**config.mk**
```make
export PLATFORM = sky130hd
export DESIGN_NAME = line_merge
export DESIGN_NICKNAME = d
export VERILOG_FILES = /design/src/cache_pkg.sv /design/src/line_merge.sv
export SDC_FILE = /design/constraint.sdc
export NUM_CORES = 1
export LEC_CHECK = 0
export BUFFER_PORTS_ARGS = -buffer_cell sky130_fd_sc_hd__buf_2
export CAP_MARGIN = 0
export CORE_AREA = 2 2 394 396
export DETAILED_ROUTE_END_ITERATION = 10
export DIE_AREA = 0 0 396 398
export GPL_ROUTABILITY_DRIVEN = 0
export PLACE_DENSITY = 0.3
export SYNTH_ARGS = -nofsm -noshare
export SYNTH_HDL_FRONTEND = slang
export SYNTH_SLANG_ARGS = --single-unit
export TNS_END_PERCENT = 10
```
**constraint.sdc**
```tcl
create_clock -name vclk -period 3.7
set_input_delay 0.185 -clock vclk [all_inputs]
set_output_delay 0.185 -clock vclk [all_outputs]
set_load 0.01 [all_outputs]
```
**src/cache_pkg.sv**
```systemverilog
package cache_pkg;

  // Geometry
  localparam int word_w         = 32;
  localparam int words_per_line = 4;
  localparam int offset_w       = 2;   // Word offset inside a line
  localparam int byte_off_w     = 2;   // Byte offset inside a word
  localparam int sets           = 16;
  localparam int index_w        = 4;
  localparam int tag_w          = 24;
  localparam int ways           = 4;
  localparam int age_w          = 2;
  localparam int line_w         = word_w * words_per_line;

  // Address field positions, addr = {tag, index, word offset, byte offset}
  localparam int index_lsb = byte_off_w + offset_w;   // Bit 4
  localparam int tag_lsb   = index_lsb + index_w;     // Bit 8

  localparam logic [age_w-1:0] age_max = '1;  // Saturation point of the age counters

  typedef logic [word_w-1:0] word_t;
  typedef word_t [words_per_line-1:0] line_t;  // Word 0 in the low bits
  typedef logic [ways-1:0] way_vec_t;

  typedef struct packed {
    logic              valid;
    logic              dirty;
    logic [age_w-1:0]  age;    // 0 = most recently used
    logic [tag_w-1:0]  tag;
  } line_meta_t;

  typedef line_meta_t [ways-1:0] set_meta_t;
  typedef line_t [ways-1:0] set_data_t;

  typedef struct packed {
    logic [word_w-1:0] addr;
    word_t             wdata;
    logic              rw;     // 0 read, 1 write
  } cpu_req_t;

  typedef struct packed {
    logic              enable;  // Held until mem_ready
    logic              rw;      // 0 read, 1 write
    logic [word_w-1:0] addr;    // Line aligned
    line_t             wdata;
  } mem_req_t;

  typedef enum logic [2:0] {idle, lookup, writeback, refill, update} ctrl_state_t;

endpackage

```
**src/line_merge.sv**
```systemverilog
`timescale 1ns/1ns

module line_merge
  import cache_pkg::*;
(
  input  set_data_t  set_data,
  input  set_meta_t  set_meta,
  input  logic       hit,
  input  way_vec_t   hit_way,
  input  way_vec_t   victim_way,
  input  cpu_req_t   req,
  input  line_t      fill_line,   // Line from memory on a miss
  output line_t      new_line,
  output line_meta_t new_meta,
  output word_t      rdata_word
);

  way_vec_t            tgt_way;   // Way that gets written in update
  line_t               tgt_line;
  line_meta_t          tgt_meta;
  logic [offset_w-1:0] word_sel;

  assign tgt_way  = hit ? hit_way : victim_way;
  assign word_sel = req.addr[byte_off_w +: offset_w];

  always_comb begin
    tgt_line = '0;
    tgt_meta = '0;
    for (int w = 0; w < ways; w++) begin
      if (tgt_way[w]) begin
        tgt_line = set_data[w];
        tgt_meta = set_meta[w];
      end
    end
  end

  // Base line, then the CPU word on a write
  always_comb begin
    new_line = hit ? tgt_line : fill_line;
    if (req.rw) new_line[word_sel] = req.wdata;
  end

  always_comb begin
    new_meta.valid = 1'b1;
    new_meta.dirty = req.rw || (hit && tgt_meta.dirty);  // Read hit keeps, read miss clears
    new_meta.age   = '0;                                  // Overwritten by the age vector
    new_meta.tag   = req.addr[tag_lsb +: tag_w];
  end

  assign rdata_word = new_line[word_sel];

endmodule

```
-- Word-level counts from Yosys, hierarchy flattened
Index checks and enable logic that the tools add are counted.
- flip-flop bits (word level): 0
- bits of input ports: 826
- output and inout port bits: 188
- word-level logic and storage cells: 21
- order comparisons: 2
- mux-type cells: 16
- reductions and logical operators: 3
- operators by type and width (cell ; count):
    $mux 128 ; 6
    $bwmux 128 ; 1
    $mux 27 ; 4
    $bmux 32 s2 ; 1
    $demux 32 s2 ; 1
    $mux 32 ; 2
    $mux 4 ; 1
    $lt 2x3->1 const B ; 1
    $ge 2x1->1 const B ; 1
    $logic_and 1x1->1 ; 2
    $logic_or 1x1->1 ; 1

-- Depth between registers and ports, before layout
- word-level depth: 10
- gate-level depth with buffers: 11

-- Worst setup path before layout
No wires, ideal clock.
- kind: input port to output port
- start: input port hit_way[1]
- end: output port rdata_word[12]
- data arrival time: 1.906 ns
- data required time: 3.515 ns
- slack: 1.609 ns
- stages on the path: 8
- path through: buf_2 -> and3b_1 -> buf_2 -> buf_2 -> a221oi_1 -> o31ai_1 -> o22ai_1 -> a211oi_1
- RTL lines (item ; line ; RTL):
    start, declared ; line_merge.sv:9 ; input way_vec_t hit_way,
    end, declared ; line_merge.sv:15 ; output word_t rdata_word

-- Worst setup path in the final report
- start: input port hit
- end: output port rdata_word[5]
- cells in the longest elaborated chain, start to end: 10
- ends and longest elaborated chain (item ; line ; RTL):
    start, declared ; line_merge.sv:8 ; input logic hit,
    $mux 4 ; line_merge.sv:23 ; assign tgt_way = hit ? hit_way : victim_way;
    $mux 128 (4 in series) ; line_merge.sv:30 ; if (tgt_way[w]) begin
    $mux 128 (*) ; line_merge.sv:39 ; new_line = hit ? tgt_line : fill_line;
    $bwmux 128 ; line_merge.sv:40 ; if (req.rw) new_line[word_sel] = req.wdata;
    $mux 128 (*) ; line_merge.sv:40 ;
    $bmux 32 s2 (*) ; line_merge.sv:50 ; assign rdata_word = new_line[word_sel];
    $mux 32 (implied by the code) (*) ; line_merge.sv:50 ;
Mark *: on every way between the ends. The rest lies on a longest branch, timed or not. The select of a mux whose other input is x is not followed.

==> impl_metrics.toml <==
[setup_path]
arrival_ns = 3.11
critPathMaxStageDelay_ns = 0.47
crit_chain = "buf_8 -> buf_12 -> inv_4 -> buf_4 -> a221o_1 -> a21oi_1 -> buf_4 -> o21ai_1 -> mux4_2 -> buf_2"
cp.required_ns = 3.51
cpMostUsedCell = "buf_4"
crit_path_max_fanout = 53
worstSetupStartpoint = "hit"
start_kind = "primary input"
slowest_stage = "mux4_2"
critPathTopFamily = "buffers and inverters"
path_buf_inv = 6
cp-end-kind = "output pin"
critical_path_class = "primary input to output pin"

[power_and_ir_drop]
switching_share_pct = 63.6
clkPwrFrac_pct = 0
ir_worst_vdd_uv = 72.1
p_int_mw = 0.914
power_frac_comb_pct = 100.0
power_switching_mw = 1.60
power_mw = 2.51
cellLeakagePower_nw = 6.58
seqPwrFrac_pct = 0
cellPowerDensity_nw_per_um2 = 164

[layout]
register_area_um2 = 0
nClkBuffers = 0
mostFrequentLayoutCells = "842 x buf_2, 178 x nand2_1, 132 x a21oi_1, 109 x buf_4, 100 x o21ai_0"
fin_util_pct = 9.97
fillCellCount = 18247
seq_cells = 0
final_common_cell = "buf_2"
syn_to_final_growth_pct = 90.1
multi_input_area_um2 = 7220
nets = 2952
stdcell_count = 4186
drive_above_1_share_pct = 48.1

[floorplan]
coreArea_um2 = 153000
die_h_um = 398
die_area_um2 = 158000
die_x_um = 396
row_count = 144
io_pins = 1014
initial_utilization_pct = 5.24

[synthesis]
synth_cell_types = 61
ys_seq_area_share_pct = 0
ys_warn_count = 0
yosys.area.top_type = "nand2_1"
synth_area_per_cell_um2 = 6.03
netlist_area_um2 = 8040
synth.area.top_cells = "nand2_1 8.4%, a21oi_1 8.2%, a22oi_1 6.5%, o21ai_0 6.2%, a221oi_1 5.1%"
yosysTopAreaCellShare_pct = 8.36
syn_inst = 1334

[detailed_routing]
wire_per_inst_um = 31.4
drt_wl_total_mm = 132
drc = 0
antenna_left = 0
routed-via-count = 15441
vias_per_cell = 3.69
drtIter0Drc = 1343
dr.pass1.iters = 5

[global_routing]
antenna_found_initial = 106
grt_pass1_vias = 15273
grt_pass1_wl_mm = 163
grt_max_degree = 94
gr-total-overflow = 0
grt_usage_pct = 15.8

[place]
dp.cells = 4168
hpwl_mm = 114
portBuffers = 849

[timing]
hold_viol = 0
fin_setup_tns_ns = 0
slew-limit-headroom_pct = 40.8
fin_crit_ns = 3.30
finalSetupViolCount = 0
tightest_slew_ns = 0.885
rsz0062_at_grt = "no"
finalMaxSlewViolations = 0
fin_crit_sh_pct = 89.1
timing.fmax_mhz = 303

[clocking]
cts_resized = 0
post-cts-setup-buffers = 0
cts_hold_buffers = 0

[hold_path]
min_path_type = "primary input to output pin"
hp-start = "req[62]"

[flow_run]
drv_cap = 0

[status]
status = "finished clean"
## cells in the mapped netlist (9+ instances only)
cell type and instances:
a31oi_1 15, o211ai_1 28, buf_4 32, a22oi_1 70, mux2_2 14, o31ai_1 28
nor2_1 86, a22o_1 21, buf_2 50, o221ai_1 41, o211a_1 20, a221o_1 11
clkbuf_1 81, mux2i_1 11, a221oi_1 47, nor2b_1 38, and2_1 24, nand2_1 179
nand2b_1 13, nand3_1 50, o21ai_0 100, a222oi_1 22, o2111ai_1 9, buf_1 16
and3_1 31, o22ai_1 55, a21oi_1 132
## power by group through the flow
stage / logic (mW) / registers [mW] / clock network [mW]
after floorplan: 0.972 / 0 / 0
after global placement: 2.56 / 0 / 0
after detailed placement: 2.55 / 0 / 0
after CTS: 2.56 / 0 / 0
after global routing: 2.70 / 0 / 0.000000145
final: 2.51 / 0 / 0.00000000841
## cell families after synthesis
family	synth area share, %
AO/OA/AOI/OAI	58.5
AND/OR/NAND/NOR	25.5
buffers and inverters	11.5
multiplexers	4.44
other	0.0934
## metrics by stage
step / hold slack (ns) / setup slack [ns] / cell area [µm²]
4_1_cts: 0.370 / 0.303 / 15200
2_1_floorplan: 0.462 / 1.61 / 8040
6_report: 0.370 / 0.405 / 15300
3_5_place_dp: 0.370 / 0.320 / 15200
3_3_place_gp: 0.370 / 0.373 / 15200
5_1_grt: 0.370 / 0.228 / 15200
## per-layer routing
| metal | vias up | GRT usage, % | wire, µm |
|---|---|---|---|
| li1 | 6832 | - | - |
| met5 | - | 0 | 245 |
| met2 | 882 | 25.9 | 59200 |
| met3 | 216 | 3.43 | 9720 |
| met4 | 36 | 2.61 | 3350 |
| met1 | 7475 | 21.3 | 59000 |
## worst paths after layout
check                       end  cells past startpoint
setup / recovery  rdata_word[5]                     10
hold / removal     new_meta[21]                      0
## area by class of cell
class | count | share of cell area (%)
repair buffers | 971 | 35.5
well taps | 2044 | 16.7
inverters | 10 | 0.278
multi-input cells | 1143 | 47.2
diodes | 18 | 0.295
Note: power is estimated with default switching activity, not from simulation.
