## config.mk

```make
export PLATFORM = sky130hd
export DESIGN_NAME = hit_lru
export DESIGN_NICKNAME = d
export VERILOG_FILES = /design/src/cache_pkg.sv /design/src/hit_lru.sv
export SDC_FILE = /design/constraint.sdc
export NUM_CORES = 1
export LEC_CHECK = 0
export BUFFER_PORTS_ARGS = -buffer_cell sky130_fd_sc_hd__buf_2
export CAP_MARGIN = 10
export CORE_ASPECT_RATIO = 1.5
export CORE_MARGIN = 2
export CORE_UTILIZATION = 40
export DETAILED_ROUTE_END_ITERATION = 16
export PLACE_DENSITY = 0.85
export SLEW_MARGIN = 30
export SYNTH_ARGS = -nofsm -noshare
export SYNTH_HDL_FRONTEND = slang
export SYNTH_SLANG_ARGS = --single-unit
export TNS_END_PERCENT = 10
```

## constraint.sdc

```tcl
create_clock -name vclk -period 6.6
set_clock_uncertainty 0.15 [all_clocks]
set_input_delay 1.32 -clock vclk [all_inputs]
set_output_delay 1.32 -clock vclk [all_outputs]
set_load 0.05 [all_outputs]
```

## src/cache_pkg.sv

```systemverilog
package cache_pkg;

  // Geometry
  localparam int word_w         = 32;
  localparam int words_per_line = 4;
  localparam int offset_w       = 2;   // Word offset inside a line
  localparam int byte_off_w     = 2;   // Byte offset inside a word
  localparam int sets           = 16;
  localparam int index_w        = 4;
  localparam int tag_w          = 24;
  localparam int ways           = 4;
  localparam int age_w          = 2;
  localparam int line_w         = word_w * words_per_line;

  // Address field positions, addr = {tag, index, word offset, byte offset}
  localparam int index_lsb = byte_off_w + offset_w;   // Bit 4
  localparam int tag_lsb   = index_lsb + index_w;     // Bit 8

  localparam logic [age_w-1:0] age_max = '1;  // Saturation point of the age counters

  typedef logic [word_w-1:0] word_t;
  typedef word_t [words_per_line-1:0] line_t;  // Word 0 in the low bits
  typedef logic [ways-1:0] way_vec_t;

  typedef struct packed {
    logic              valid;
    logic              dirty;
    logic [age_w-1:0]  age;    // 0 = most recently used
    logic [tag_w-1:0]  tag;
  } line_meta_t;

  typedef line_meta_t [ways-1:0] set_meta_t;
  typedef line_t [ways-1:0] set_data_t;

  typedef struct packed {
    logic [word_w-1:0] addr;
    word_t             wdata;
    logic              rw;     // 0 read, 1 write
  } cpu_req_t;

  typedef struct packed {
    logic              enable;  // Held until mem_ready
    logic              rw;      // 0 read, 1 write
    logic [word_w-1:0] addr;    // Line aligned
    line_t             wdata;
  } mem_req_t;

  typedef enum logic [2:0] {idle, lookup, writeback, refill, update} ctrl_state_t;

endpackage

```

## src/hit_lru.sv

```systemverilog
`timescale 1ns/1ns

module hit_lru
  import cache_pkg::*;
(
  input  set_meta_t                  set_meta,
  input  logic [tag_w-1:0]           req_tag,
  output logic                       hit,
  output way_vec_t                   hit_way,
  output way_vec_t                   victim_way,
  output logic                       victim_dirty,  // Victim needs write-back
  output logic [ways-1:0][age_w-1:0] ages_after
);

  logic [$clog2(ways)-1:0] vict_idx;
  logic [age_w-1:0]        max_age;

  // Tag compare on every way
  always_comb begin
    for (int w = 0; w < ways; w++)
      hit_way[w] = set_meta[w].valid && (set_meta[w].tag == req_tag);
  end

  assign hit = |hit_way;

  // Victim choice
  always_comb begin
    vict_idx = '0;
    max_age  = set_meta[0].age;
    for (int w = 1; w < ways; w++) begin
      if (set_meta[w].age > max_age) begin   // Strict compare keeps the lowest way on ties
        max_age  = set_meta[w].age;
        vict_idx = w[$clog2(ways)-1:0];
      end
    end
    // An invalid way always wins, lowest first
    for (int w = ways - 1; w >= 0; w--)
      if (!set_meta[w].valid) vict_idx = w[$clog2(ways)-1:0];
    victim_way           = '0;
    victim_way[vict_idx] = 1'b1;
  end

  assign victim_dirty = set_meta[vict_idx].valid && set_meta[vict_idx].dirty;

  // Age update
  always_comb begin
    for (int w = 0; w < ways; w++) begin
      ages_after[w] = set_meta[w].age;          // Default keep
      if (hit) begin
        if (hit_way[w]) ages_after[w] = '0;     // Touched way becomes youngest
      end else if (victim_way[w]) begin
        ages_after[w] = '0;                     // Refilled way
      end else if (set_meta[w].valid && set_meta[w].age != age_max) begin
        ages_after[w] = set_meta[w].age + 1'b1; // Others grow older, saturating
      end
    end
  end

endmodule

```

Word level (Yosys, flattened, before mapping) --
Cells that the tools add are included.
Operators by class: add/sub/neg operators 4, order comparisons 5, eq/ne operators 8, multiplexer cells 29, reductions and logical operators 11
Operator list (number):
- == test 24 bit | 4
- binary-select mux 28 bit (select 2 bit) | 1
- 2-to-1 mux 2 bit | 24
- 2-to-1 mux 28 bit | 1
- logical AND 1 bit | 10
- adder 2 x 1 -> 2 bit, second input constant | 4
- != test 2 bit, second input constant | 4
- greater-than comparator 2 bit | 3
- OR reduction 4 bit | 1
- less-than comparator 2 x 3 -> 1 bit, second input constant | 1
- demux 1 bit (select 2 bit) | 1
- greater-or-equal comparator 2 x 1 -> 1 bit, second input constant | 1
- 2-to-1 mux 1 bit | 2
Word-level totals: bits in registers 0

Depth between registers and ports, before layout --
word-level depth 16, depth in mapped cells 18

Least setup slack after synthesis --
OpenSTA, ideal clock, no wires.
path kind input -> output, start input set_meta[25] in the netlist's numbering, end output ages_after[1] in the netlist's numbering, arrival time 5.667 ns, data required time 5.130 ns, setup slack -0.537 ns, cell stages on the path 15, cells stage by stage inv_1 ha_1 o22ai_1 o21ai_0 ha_1 nand2b_1 nand2_1 mux2_2 ha_1 nand2_1 o21ai_0 nand4_1 o21ai_0 or4b_2 o22ai_1
RTL lines:
- start: declaration | RTL line hit_lru.sv:6 | input set_meta_t set_meta,
- end: declaration | RTL line hit_lru.sv:12 | output logic [ways-1:0][age_w-1:0] ages_after

==> results.md <==
- Place WS: 54.1 ps
- Hold depth: 3
- Post-synthesis simple-gate area fraction: 25.5%
- Initial Util: 40.7%
- Vias per std cell: 5.24
- CP max FO: 5
- DRT antenna net count: 0
- DRC: 0
- WHS Endpoint: ages_after[0]
- Hold Vio Cnt, Final: 0
- Final Util: 61.3%
- Worst setup slack after layout: 299 ps
- Crit-path max cell delay: 700 ps
- HP Start: set_meta[24]
- DR WL met3: 423 um
- DIE HEIGHT: 83.9 um
- Slowest CP cell: or4b_2
- Register area share after synthesis: 0%
- Post-synthesis adder-cell area fraction: 8.83%
- Finished Cell Area: 2560 um^2
- Switch share: 53.6%
- Initial antenna violation count: 0
- Critical path class: input port to primary output
- Layout area overhead: 50.3%
- Least-Margin Pin Slew: 331 ps
- Die Wd: 57.2 um
- Fill count: 374
- Compound-Gate Fraction of Synth Area: 9.12%
- # setup viols final: 0
- Fin cells: 430
- Wire per inst: 14.8 um
- Vias in the first global route: 2323
- Avg Cell Area, Syn: 7.27 um^2
- Top-count cell post-synth: xnor2_1
- Post-Syn Instances: 234
- Flip-flop and latch count: 0
- Minimum clock period: 6300 ps
- Row cnt: 29
- RePlAce Congestion: 0.940
- Detail Placement HPWL: 5750 um
- # hold bufs at CTS: 0
- Share of cells above drive strength 1: 44.3%
- Post-synth top area cell: xnor2_1
- IR drop worst, VDD: 0.0000604 V
- First-pass GRT wire length: 10100 um
- Mux share of post-synthesis cell area: 1.91%
- Sw Pwr: 103 uW
- Worst hold path class: input port to primary output
- CLK BUF: 0
- Largest family of logic cells by synthesized area: XOR/XNOR gates
- DRT Pass-1 Iters: 4
- Crit end category: primary output
- Rel. slew slack: 77.7%
- Type of origin of the critical path: input port
- Routed WL: 6350 um
- Status: finished, final reports clean
- Largest net degree at the start of global routing: 12
- Multi-input gate area: 1640 um^2
- Fmax: 159 MHz
- Die area: 4800 um^2
- Synth Area in XOR/XNOR: 49.4%
- Total number of vias: 2254
- Gr usage total: 25.9%
- Int Pwr: 89.1 uW
- WP data arrival: 4830 ps
- Synth area leaders: xnor2_1, xor2_1, ha_1, nand4_1, nor4_1
- Comb pwr share: 100.0%
- CP Cell Sequence: buf_2, inv_1, ha_1, nor2_1, o22ai_2, nand2_1, o21ai_1, ha_1, nand2b_1, nand2_2, mux2_2, ha_1, nand2_1, o21ai_1, nand4_1, o21ai_2, or4b_2, mux2i_4, buf_6
- Core ar.: 4170 um^2
- Fin nets: 534
- Dpl cells: 429
- Synth Warn #: 0
- Seq pwr share: 0%
- Clk pwr share: 0%
- Synth top area share: 28.3%
- Fin crit share: 95.5%
- Max cap viols: 0
- Initial detailed-routing violation count: 102
- Yosys cell types: 36
- Total global routing overflow: 0
- IO Count: 154
- Input/output buffers: 154
- Required @ worst endpoint: 5130 ps
- Cell mode on critical path: ha_1
- Flip-flop and latch area: 0 um^2
- Setup tns final: 0 ps
- Syn Nets: 382
- Post-Route M1 WL: 2140 um
- Final Slew Violations: 0
- Top cells by count, synth: xnor2_1, xor2_1, nand4_1
- Leak: 0.00131 uW
- Mapped Area: 1700 um^2
- Highest routed layer: met4
- Power Density: 75.2 nW/um^2
- ANT cells: 0
- Placed Area: 2530 um^2
- Wire length on met2: 3690 um
## cell type report
cell class                 count  area share [%]
multi-input combinational    213            64.3
timing repair buffer         156            31.2
tap                           46            2.25
inverter                      15            2.20
## cells in the final DEF (no fill, tap or decap), drive strengths merged, types with 2 or more instances in the layout
| cell | instances |
|---|---|
| buf | 156 |
| xnor2 | 55 |
| xor2 | 41 |
| nand4 | 21 |
| inv | 15 |
| nand2 | 15 |
| ha | 12 |
| nor4 | 10 |
| a21oi | 8 |
| o21ai | 8 |
| nor2 | 6 |
| nand3 | 6 |
| nor3 | 5 |
| nand2b | 3 |
| o22ai | 3 |
| mux2 | 2 |
| a31o | 2 |
## layer usage
layer	vias to the layer above	track usage [%]
met5	-	0
met4	0	5.71
met3	10	2.33
met2	116	54.4
met1	1009	25.5
li1	1119	-
## cell families after synthesis
| group | after synthesis |
|---|---|
| compound gates | 26 |
| mux | 3 |
| xor+xnor | 96 |
| buf+inv | 21 |
| fa+ha+maj | 12 |
| simple gates | 76 |
## power by group through the flow
stage,combinational [uW],clock (uW),sequential [uW]
2_1_floorplan,110,0,0
3_3_place_gp,185,0,0
3_5_place_dp,189,0,0
4_1_cts,189,0,0
5_1_grt,211,0,0
6_report,192,0,0
## how the worst max path moves through the flow
| stage | startpoint | endpoint | cells past startpoint |
|---|---|---|---|
| final | set_meta[25] | ages_after[0] | 19 |
| after detailed placement | set_meta[53] | ages_after[0] | 18 |
| after floorplan | set_meta[25] | ages_after[1] | 16 |
| after CTS | set_meta[25] | ages_after[0] | 18 |
| after global placement | set_meta[25] | ages_after[0] | 17 |
| after global routing | set_meta[25] | ages_after[0] | 19 |
## critical path, delay by kind of cell
family                   cells  cell delay (ps)
AO/OA/AOI/OAI                4              440
adder cells (fa/ha/maj)      3              890
buffers and inverters        3              330
multiplexers                 2              510
AND/OR/NAND/NOR              7             1330
## per-stage QoR
stage | total power, uW | hold slack (ps)
after floorplan | 110 | 2620
after global placement | 185 | 2900
after detailed placement | 189 | 2890
after CTS | 189 | 2890
after global routing | 211 | 2870
final | 192 | 2860
## what timing repair did
item | in CTS | in global routing
gates resized for setup | 0 | 10
setup buffers | 0 | 1
setup endpoints to repair | 0 | 6
Note: power is estimated with default switching activity, not from simulation.
