**src/cache_pkg.sv**
```systemverilog
package cache_pkg;

  // Geometry
  localparam int word_w         = 32;
  localparam int words_per_line = 4;
  localparam int offset_w       = 2;   // Word offset inside a line
  localparam int byte_off_w     = 2;   // Byte offset inside a word
  localparam int sets           = 16;
  localparam int index_w        = 4;
  localparam int tag_w          = 24;
  localparam int ways           = 4;
  localparam int age_w          = 2;
  localparam int line_w         = word_w * words_per_line;

  // Address field positions, addr = {tag, index, word offset, byte offset}
  localparam int index_lsb = byte_off_w + offset_w;   // Bit 4
  localparam int tag_lsb   = index_lsb + index_w;     // Bit 8

  localparam logic [age_w-1:0] age_max = '1;  // Saturation point of the age counters

  typedef logic [word_w-1:0] word_t;
  typedef word_t [words_per_line-1:0] line_t;  // Word 0 in the low bits
  typedef logic [ways-1:0] way_vec_t;

  typedef struct packed {
    logic              valid;
    logic              dirty;
    logic [age_w-1:0]  age;    // 0 = most recently used
    logic [tag_w-1:0]  tag;
  } line_meta_t;

  typedef line_meta_t [ways-1:0] set_meta_t;
  typedef line_t [ways-1:0] set_data_t;

  typedef struct packed {
    logic [word_w-1:0] addr;
    word_t             wdata;
    logic              rw;     // 0 read, 1 write
  } cpu_req_t;

  typedef struct packed {
    logic              enable;  // Held until mem_ready
    logic              rw;      // 0 read, 1 write
    logic [word_w-1:0] addr;    // Line aligned
    line_t             wdata;
  } mem_req_t;

  typedef enum logic [2:0] {idle, lookup, writeback, refill, update} ctrl_state_t;

endpackage

```
**src/cache_fsm.sv**
```systemverilog
`timescale 1ns/1ns

module cache_fsm
  import cache_pkg::*;
(
  input  logic                       clk,
  input  logic                       rst_n,
  input  cpu_req_t                   cpu_req,
  input  logic                       cpu_req_enable,
  input  logic                       hit,
  input  way_vec_t                   hit_way,
  input  way_vec_t                   victim_way,
  input  logic                       victim_dirty,
  input  set_meta_t                  set_meta,
  input  set_data_t                  set_data,
  input  logic [ways-1:0][age_w-1:0] ages_after,
  input  line_t                      new_line,
  input  line_meta_t                 new_meta,
  input  word_t                      rdata_word,
  input  line_t                      mem_rdata,
  input  logic                       mem_ready,
  output cpu_req_t                   req_q,
  output line_t                      fill_line,
  output logic                       rd_en,
  output logic [index_w-1:0]         rd_index,
  output logic                       wr_en,
  output logic [index_w-1:0]         wr_index,
  output way_vec_t                   wr_way,
  output line_t                      wr_line,
  output line_meta_t                 wr_meta,
  output logic [ways-1:0][age_w-1:0] new_ages,
  output mem_req_t                   mem_req,
  output word_t                      cpu_rdata,
  output logic                       cpu_res_ready,
  output logic                       busy
);

  ctrl_state_t        state, state_nxt;
  line_meta_t         victim_meta;
  line_t              victim_line;
  logic [index_w-1:0] req_index;
  logic [tag_w-1:0]   req_tag;

  // Accept only in idle, the set read starts on the same edge
  assign rd_en    = (state == idle) && cpu_req_enable;
  assign rd_index = cpu_req.addr[index_lsb +: index_w];

  always_ff @(posedge clk) begin
    if (rd_en) req_q <= cpu_req;
  end

  assign req_index = req_q.addr[index_lsb +: index_w];
  assign req_tag   = req_q.addr[tag_lsb +: tag_w];

  // Refill data, captured in the completing cycle
  always_ff @(posedge clk) begin
    if (state == refill && mem_ready) fill_line <= mem_rdata;
  end

  always_ff @(posedge clk or negedge rst_n) begin
    if (!rst_n) state <= idle;
    else        state <= state_nxt;
  end

  always_comb begin
    state_nxt = state;
    case (state)
      idle:      if (cpu_req_enable) state_nxt = lookup;
      lookup: begin
        if (hit)               state_nxt = update;
        else if (victim_dirty) state_nxt = writeback;  // Dirty line goes out first
        else                   state_nxt = refill;
      end
      writeback: if (mem_ready) state_nxt = refill;
      refill:    if (mem_ready) state_nxt = update;
      update:    state_nxt = idle;
      default:   state_nxt = idle;
    endcase
  end

  // Victim way contents, stable because the set register is not reloaded
  always_comb begin
    victim_meta = '0;
    victim_line = '0;
    for (int w = 0; w < ways; w++) begin
      if (victim_way[w]) begin
        victim_meta = set_meta[w];
        victim_line = set_data[w];
      end
    end
  end

  // Memory request held stable while waiting for mem_ready
  always_comb begin
    mem_req = '0;
    case (state)
      writeback: begin
        mem_req.enable = 1'b1;
        mem_req.rw     = 1'b1;
        mem_req.addr   = {victim_meta.tag, req_index, {index_lsb{1'b0}}};  // Victim address
        mem_req.wdata  = victim_line;
      end
      refill: begin
        mem_req.enable = 1'b1;
        mem_req.addr   = {req_tag, req_index, {index_lsb{1'b0}}};
      end
      default: ;
    endcase
  end

  // Array write and response in update
  assign wr_en         = (state == update);
  assign wr_index      = req_index;
  assign wr_way        = hit ? hit_way : victim_way;
  assign wr_line       = new_line;
  assign wr_meta       = new_meta;
  assign new_ages      = ages_after;
  assign cpu_res_ready = (state == update);
  assign cpu_rdata     = rdata_word;   // Valid with cpu_res_ready
  assign busy          = (state != idle);

endmodule

```
**config.mk**
```make
export PLATFORM = sky130hd
export DESIGN_NAME = cache_fsm
export DESIGN_NICKNAME = d
export VERILOG_FILES = /design/src/cache_pkg.sv /design/src/cache_fsm.sv
export SDC_FILE = /design/constraint.sdc
export NUM_CORES = 1
export LEC_CHECK = 0
export ABC_CLOCK_PERIOD_IN_PS = 5400
export BUFFER_PORTS_ARGS = -buffer_cell sky130_fd_sc_hd__buf_4
export CELL_PAD_IN_SITES_DETAIL_PLACEMENT = 1
export CELL_PAD_IN_SITES_GLOBAL_PLACEMENT = 1
export CORE_AREA = 5 5 619 621
export CTS_CLUSTER_SIZE = 14
export DETAILED_ROUTE_END_ITERATION = 12
export DIE_AREA = 0 0 624 626
export GPL_TIMING_DRIVEN = 0
export PLACE_DENSITY_LB_ADDON = 0.05
export REMOVE_ABC_BUFFERS = 1
export SYNTH_ARGS = -nofsm -noshare
export SYNTH_HDL_FRONTEND = slang
export SYNTH_SLANG_ARGS = --single-unit
```
**constraint.sdc**
```tcl
create_clock -name clk -period 5.4 [get_ports clk]
set_clock_uncertainty 0.05 [all_clocks]
set_input_delay 0.54 -clock clk [delete_from_list [all_inputs] [get_ports clk]]
set_output_delay 0.54 -clock clk [all_outputs]
set_load 0.01 [all_outputs]
```
Word level (Yosys, flattened, before mapping)
Cells that the tools add are included.
Cells by class
  reduce and logical (&&, ||, !) cells: 6
  multiplexer cells: 19
  eq/ne operators: 7
Operator list (count)
  two-way mux 128 bit: 5
  two-way mux 24 bit: 4
  case mux 32 bit (2 select lines): 1
  two-way mux 3 bit: 4
  case mux 3 bit (4 select lines): 1
  == test 3 x 2 -> 1 bit, second input constant: 2
  != test 2 bit, second input constant: 3
  two-way mux 4 bit: 1
  == test 3 x 1 -> 1 bit, second input constant: 1
  == test 3 bit, second input constant: 1
  zero test 3 bit: 1
  two-way mux 1 bit: 3
  AND reduction 3 bit: 1
  nonzero test 3 bit: 1
  logical AND 1 bit: 2
  OR reduction 2 bit: 1
Word-level totals
  logic and storage cells: 40
  register bits after elaboration: 196
  bits of input ports: 1027

Depth between registers and ports, before layout
  depth after elaboration: 5
  depth in mapped cells: 7

Worst setup path before layout
Ideal clock, no wire load.
  kind: register -> output
  start point: reg state[1]
  end point: out rd_en
  cell stages (with the launch flop): 4
  data required time: 4810 ps
  slack: 1016 ps
  arrival time: 3794 ps
  buffers on the path: 1
  path through: dfrtp_1 -> buf_4 -> or3_1 -> nor2_1
On the way
  longest elaborated chain between the ends: 2
Ends and longest elaborated chain
  from (decl): RTL line cache_fsm.sv:38  | ctrl_state_t state, state_nxt;
  from (signal assigned): RTL line cache_fsm.sv:61  | if (!rst_n) state <= idle;
  from (signal assigned): RTL line cache_fsm.sv:62  | else state <= state_nxt;
  zero test 3 bit: RTL line cache_fsm.sv:45  | assign rd_en = (state == idle) && cpu_req_enable;
  logical AND 1 bit: RTL line cache_fsm.sv:45
  to (decl): RTL line cache_fsm.sv:24  | output logic rd_en,
Every way passes these cells.

==> impl_metrics.yaml <==
pwr:
  power.total_mw: 7.41
  ir_worst_vdd_uv: 232
  cellPowerDensity_mw_per_mm2: 274
  pwr-share-seq_pct: 28.1
  switching_power_mw: 3.04
  p_int_mw: 4.37
  combPwrFrac_pct: 49.5
  leakagePower_nw: 9.72
  p_sw_share_pct: 41.0
  pwr-share-clk_pct: 22.3
critical_path:
  path_cells: "or3b_4 -> buf_16 -> nor2_8 -> buf_16 -> buf_12 -> buf_12 -> a32o_1 -> buf_4"
  cp_slowest_cell: "or3b_4"
  worst_path_largest_cell_delay_ns: 0.55
  startpoint_type: "register"
  critical_path_class: "register to primary output"
  worstPathArrival_ns: 3.93
  cp-end-kind: "primary output"
  required_ns: 4.81
  worst-path-max-fanout: 31
global_routing:
  first_global_vias: 16400
  grt_usage_pct: 12.4
  gr-total-overflow: 0
  antenna_found_initial: 123
  grt_pass1_wl_um: 292000
  grt_max_degree: 103
logic_synthesis:
  yosysTopAreaCell: "edfxtp_1"
  syn_area_mm2: 0.0126
  yosys_warnings: 0
  synth_top_flop_cell: "edfxtp_1"
  synth_top_area_share_pct: 45.9
  ys_seq_area_share_pct: 46.5
  async_flop_share_pct: 1.53
  syn_area_per_cell_um2: 11.7
  synth-edff-count: 193
  netlist_instances: 1076
  synth_seq_cells: 196
  netlist_top_cells_area: "edfxtp_1 46%, buf_4 13%, a221o_1 10%"
  synth_cell_types: 33
drt:
  drt-initial-drc-count: 1116
  ant_nets: 0
  wl_per_cell_um: 36.1
  drt-pass1-iter-count: 5
  viasPerCell: 2.24
  drc: 0
  vias: 15800
  wirelength_um: 254000
layout:
  seqCellArea_mm2: 0.00587
  area_delta_synth_final_pct: 114
  fillCellCount: 44600
  finalNonFillerCells: 7043
  multi_input_area_mm2: 0.00457
  drive_above_1_share_pct: 62.4
  nets: 3027
clock_network:
  cts.sinks: 196
  cts-resized-gates: 0
  cts_tree: "yes"
  cts_htree_levels: 4
  clock-root-buffer: "clkbuf_16"
  clock_latency_ns: 0.56
  clk_path_buf_depth: 3
  clk_pin_slew_ns: 0.10
  numCtsBuffers: 25
timing:
  rsz0062_at_grt: "false"
  tns_ns: 0
  period_needed_ns: 4.52
  tightest_slew_ns: 1.22
  clock.fmax_ghz: 0.221
  setup_viol: 0
  fin_crit_sh_pct: 83.7
  finalHoldViolCount: 0
  setup_slack_ns: 0.880
  final_max_slew_viol_count: 0
  slew_headroom_pct: 18.5
worst_hold_path:
  hp-class: "primary input to register"
die:
  core-area_mm2: 0.377
  die_h_um: 626
  die_x_um: 624
  ios: 1594
  die_area_mm2: 0.391
  initial_core_util_pct: 3.34
  placementRows: 226
flow_run:
  maxCapViolations: 0
placement:
  place_inst: 6988
  routabilityCongestion: 0.859
  hpwl_um: 220000
  dp_slack_ns: 0.751
  place.port_buffers: 1181
status:
  status: "finished clean"
## kinds of logic (layout without fill, tap and decap cells)
logic type / Yosys count / after routing / share of synthesized area, %
AO/OA/AOI/OAI: 333 / 333 / 24.9
XOR/XNOR: 1 / 1 / 0.0695
buffers and inverters: 322 / 1247 / 17.6
flip-flops: 196 / 196 / 46.5
multiplexers: 4 / 4 / 0.347
other: 1 / 27 / 0.0297
AND/OR/NAND/NOR: 219 / 219 / 10.6
## power groups by stage
| stage | logic, mW | registers (mW) | clock network (mW) |
|---|---|---|---|
| after floorplan | 0.933 | 2.21 | 0 |
| after global placement | 3.74 | 2.21 | 0 |
| after global routing | 3.94 | 2.11 | 1.84 |
| after CTS | 3.89 | 2.10 | 1.83 |
| after detailed placement | 3.88 | 2.13 | 0 |
| final | 3.67 | 2.08 | 1.65 |
## through the flow
step | utilization (%) | cell area (um2) | hold slack (ns)
6_report | 7.16 | 27000 | 0.0907
5_1_grt | 7.15 | 27000 | 0.0301
4_1_cts | 7.15 | 27000 | 0.00820
3_5_place_dp | 6.97 | 26300 | 0.282
3_3_place_gp | 6.78 | 25600 | 0.285
2_1_floorplan | - | 10400 | 0.194
## final timing paths
kind	start	endpoint	slack, ns	cells after the start
worst max-delay path	state[1]$_DFFE_PN0P_	mem_req[86]	0.88	8
max in group asynchronous	rst_n	state[1]$_DFFE_PN0P_	4.91	2
worst min register to register	state[2]$_DFFE_PN0P_	state[0]$_DFFE_PN0P_	0.54	1
worst max register to register	state[1]$_DFFE_PN0P_	req_q[0]$_DFFE_PP_	2.75	5
worst min-delay path	mem_rdata[39]	fill_line[39]$_DFFE_PP_	0.09	1
min in group asynchronous	rst_n	state[2]$_DFFE_PN0P_	0.30	2
## cell usage after synthesis, drive strengths merged (3+ instances only)
cell type,number
and2,5
nand2,25
dfrtp,3
edfxtp,193
nor2b,3
inv,3
nand2b,128
a221o,128
mux2,3
o31ai,24
buf,246
a21o,24
a211oi,26
clkbuf,72
and3b,25
a32o,128
nor3b,3
nor2,28
## layer usage
layer  track usage (%)  routed length, um  vias to the layer above
met1              10.4              77600                     7576
met3              13.5              55100                      310
met2              19.1             111000                     1855
met4              1.93               4910                       86
li1                  -                  -                     5930
met5              9.90               5830                        -
## layout by cell type (no fill, tap or decap), types with 2 or more instances in the layout
master,synthesis,final
a211oi_1,26,26
a21o_1,24,24
a221o_1,128,128
a32o_1,128,128
and2_1,5,4
and3b_1,25,24
buf_12,0,18
buf_16,0,12
buf_4,215,1179
buf_8,1,2
clkbuf_1,72,3
clkbuf_16,0,25
conb_1,1,4
dfrtp_1,3,3
diode_2,0,23
edfxtp_1,193,193
inv_1,3,3
mux2_2,3,3
nand2_1,25,25
nand2b_1,128,128
nor2_1,26,25
nor2_4,1,2
nor2b_1,3,2
nor3b_1,2,2
o31ai_1,24,24
## state kept, by name, indices dropped and copies added, names as in the netlist
name       count
fill_line    128
req_q         65
state          3
## area by class of cell
cell class	count	area share [%]
repair buffers	1212	35.5
well taps	5016	23.2
flip-flops and latches	196	21.7
multi-input cells	561	16.9
clock buffers	28	2.36
diodes	23	0.213
clock inverters	3	0.0741
inverters	4	0.0602
## critical path, delay by kind of cell, from the launching register on
family / cells / cell delay, ns
buf+inv: 5 / 1.17
compound gates: 1 / 0.50
flops: 1 / 0.53
simple gates: 2 / 0.98
## what timing repair did
item | 4_1_cts | 5_1_grt
buffers inserted | 0 | 0
hold buffers | 1 | 0
endpoints found under the hold margin | 3 | 0
(Power assumes the default switching activity.)
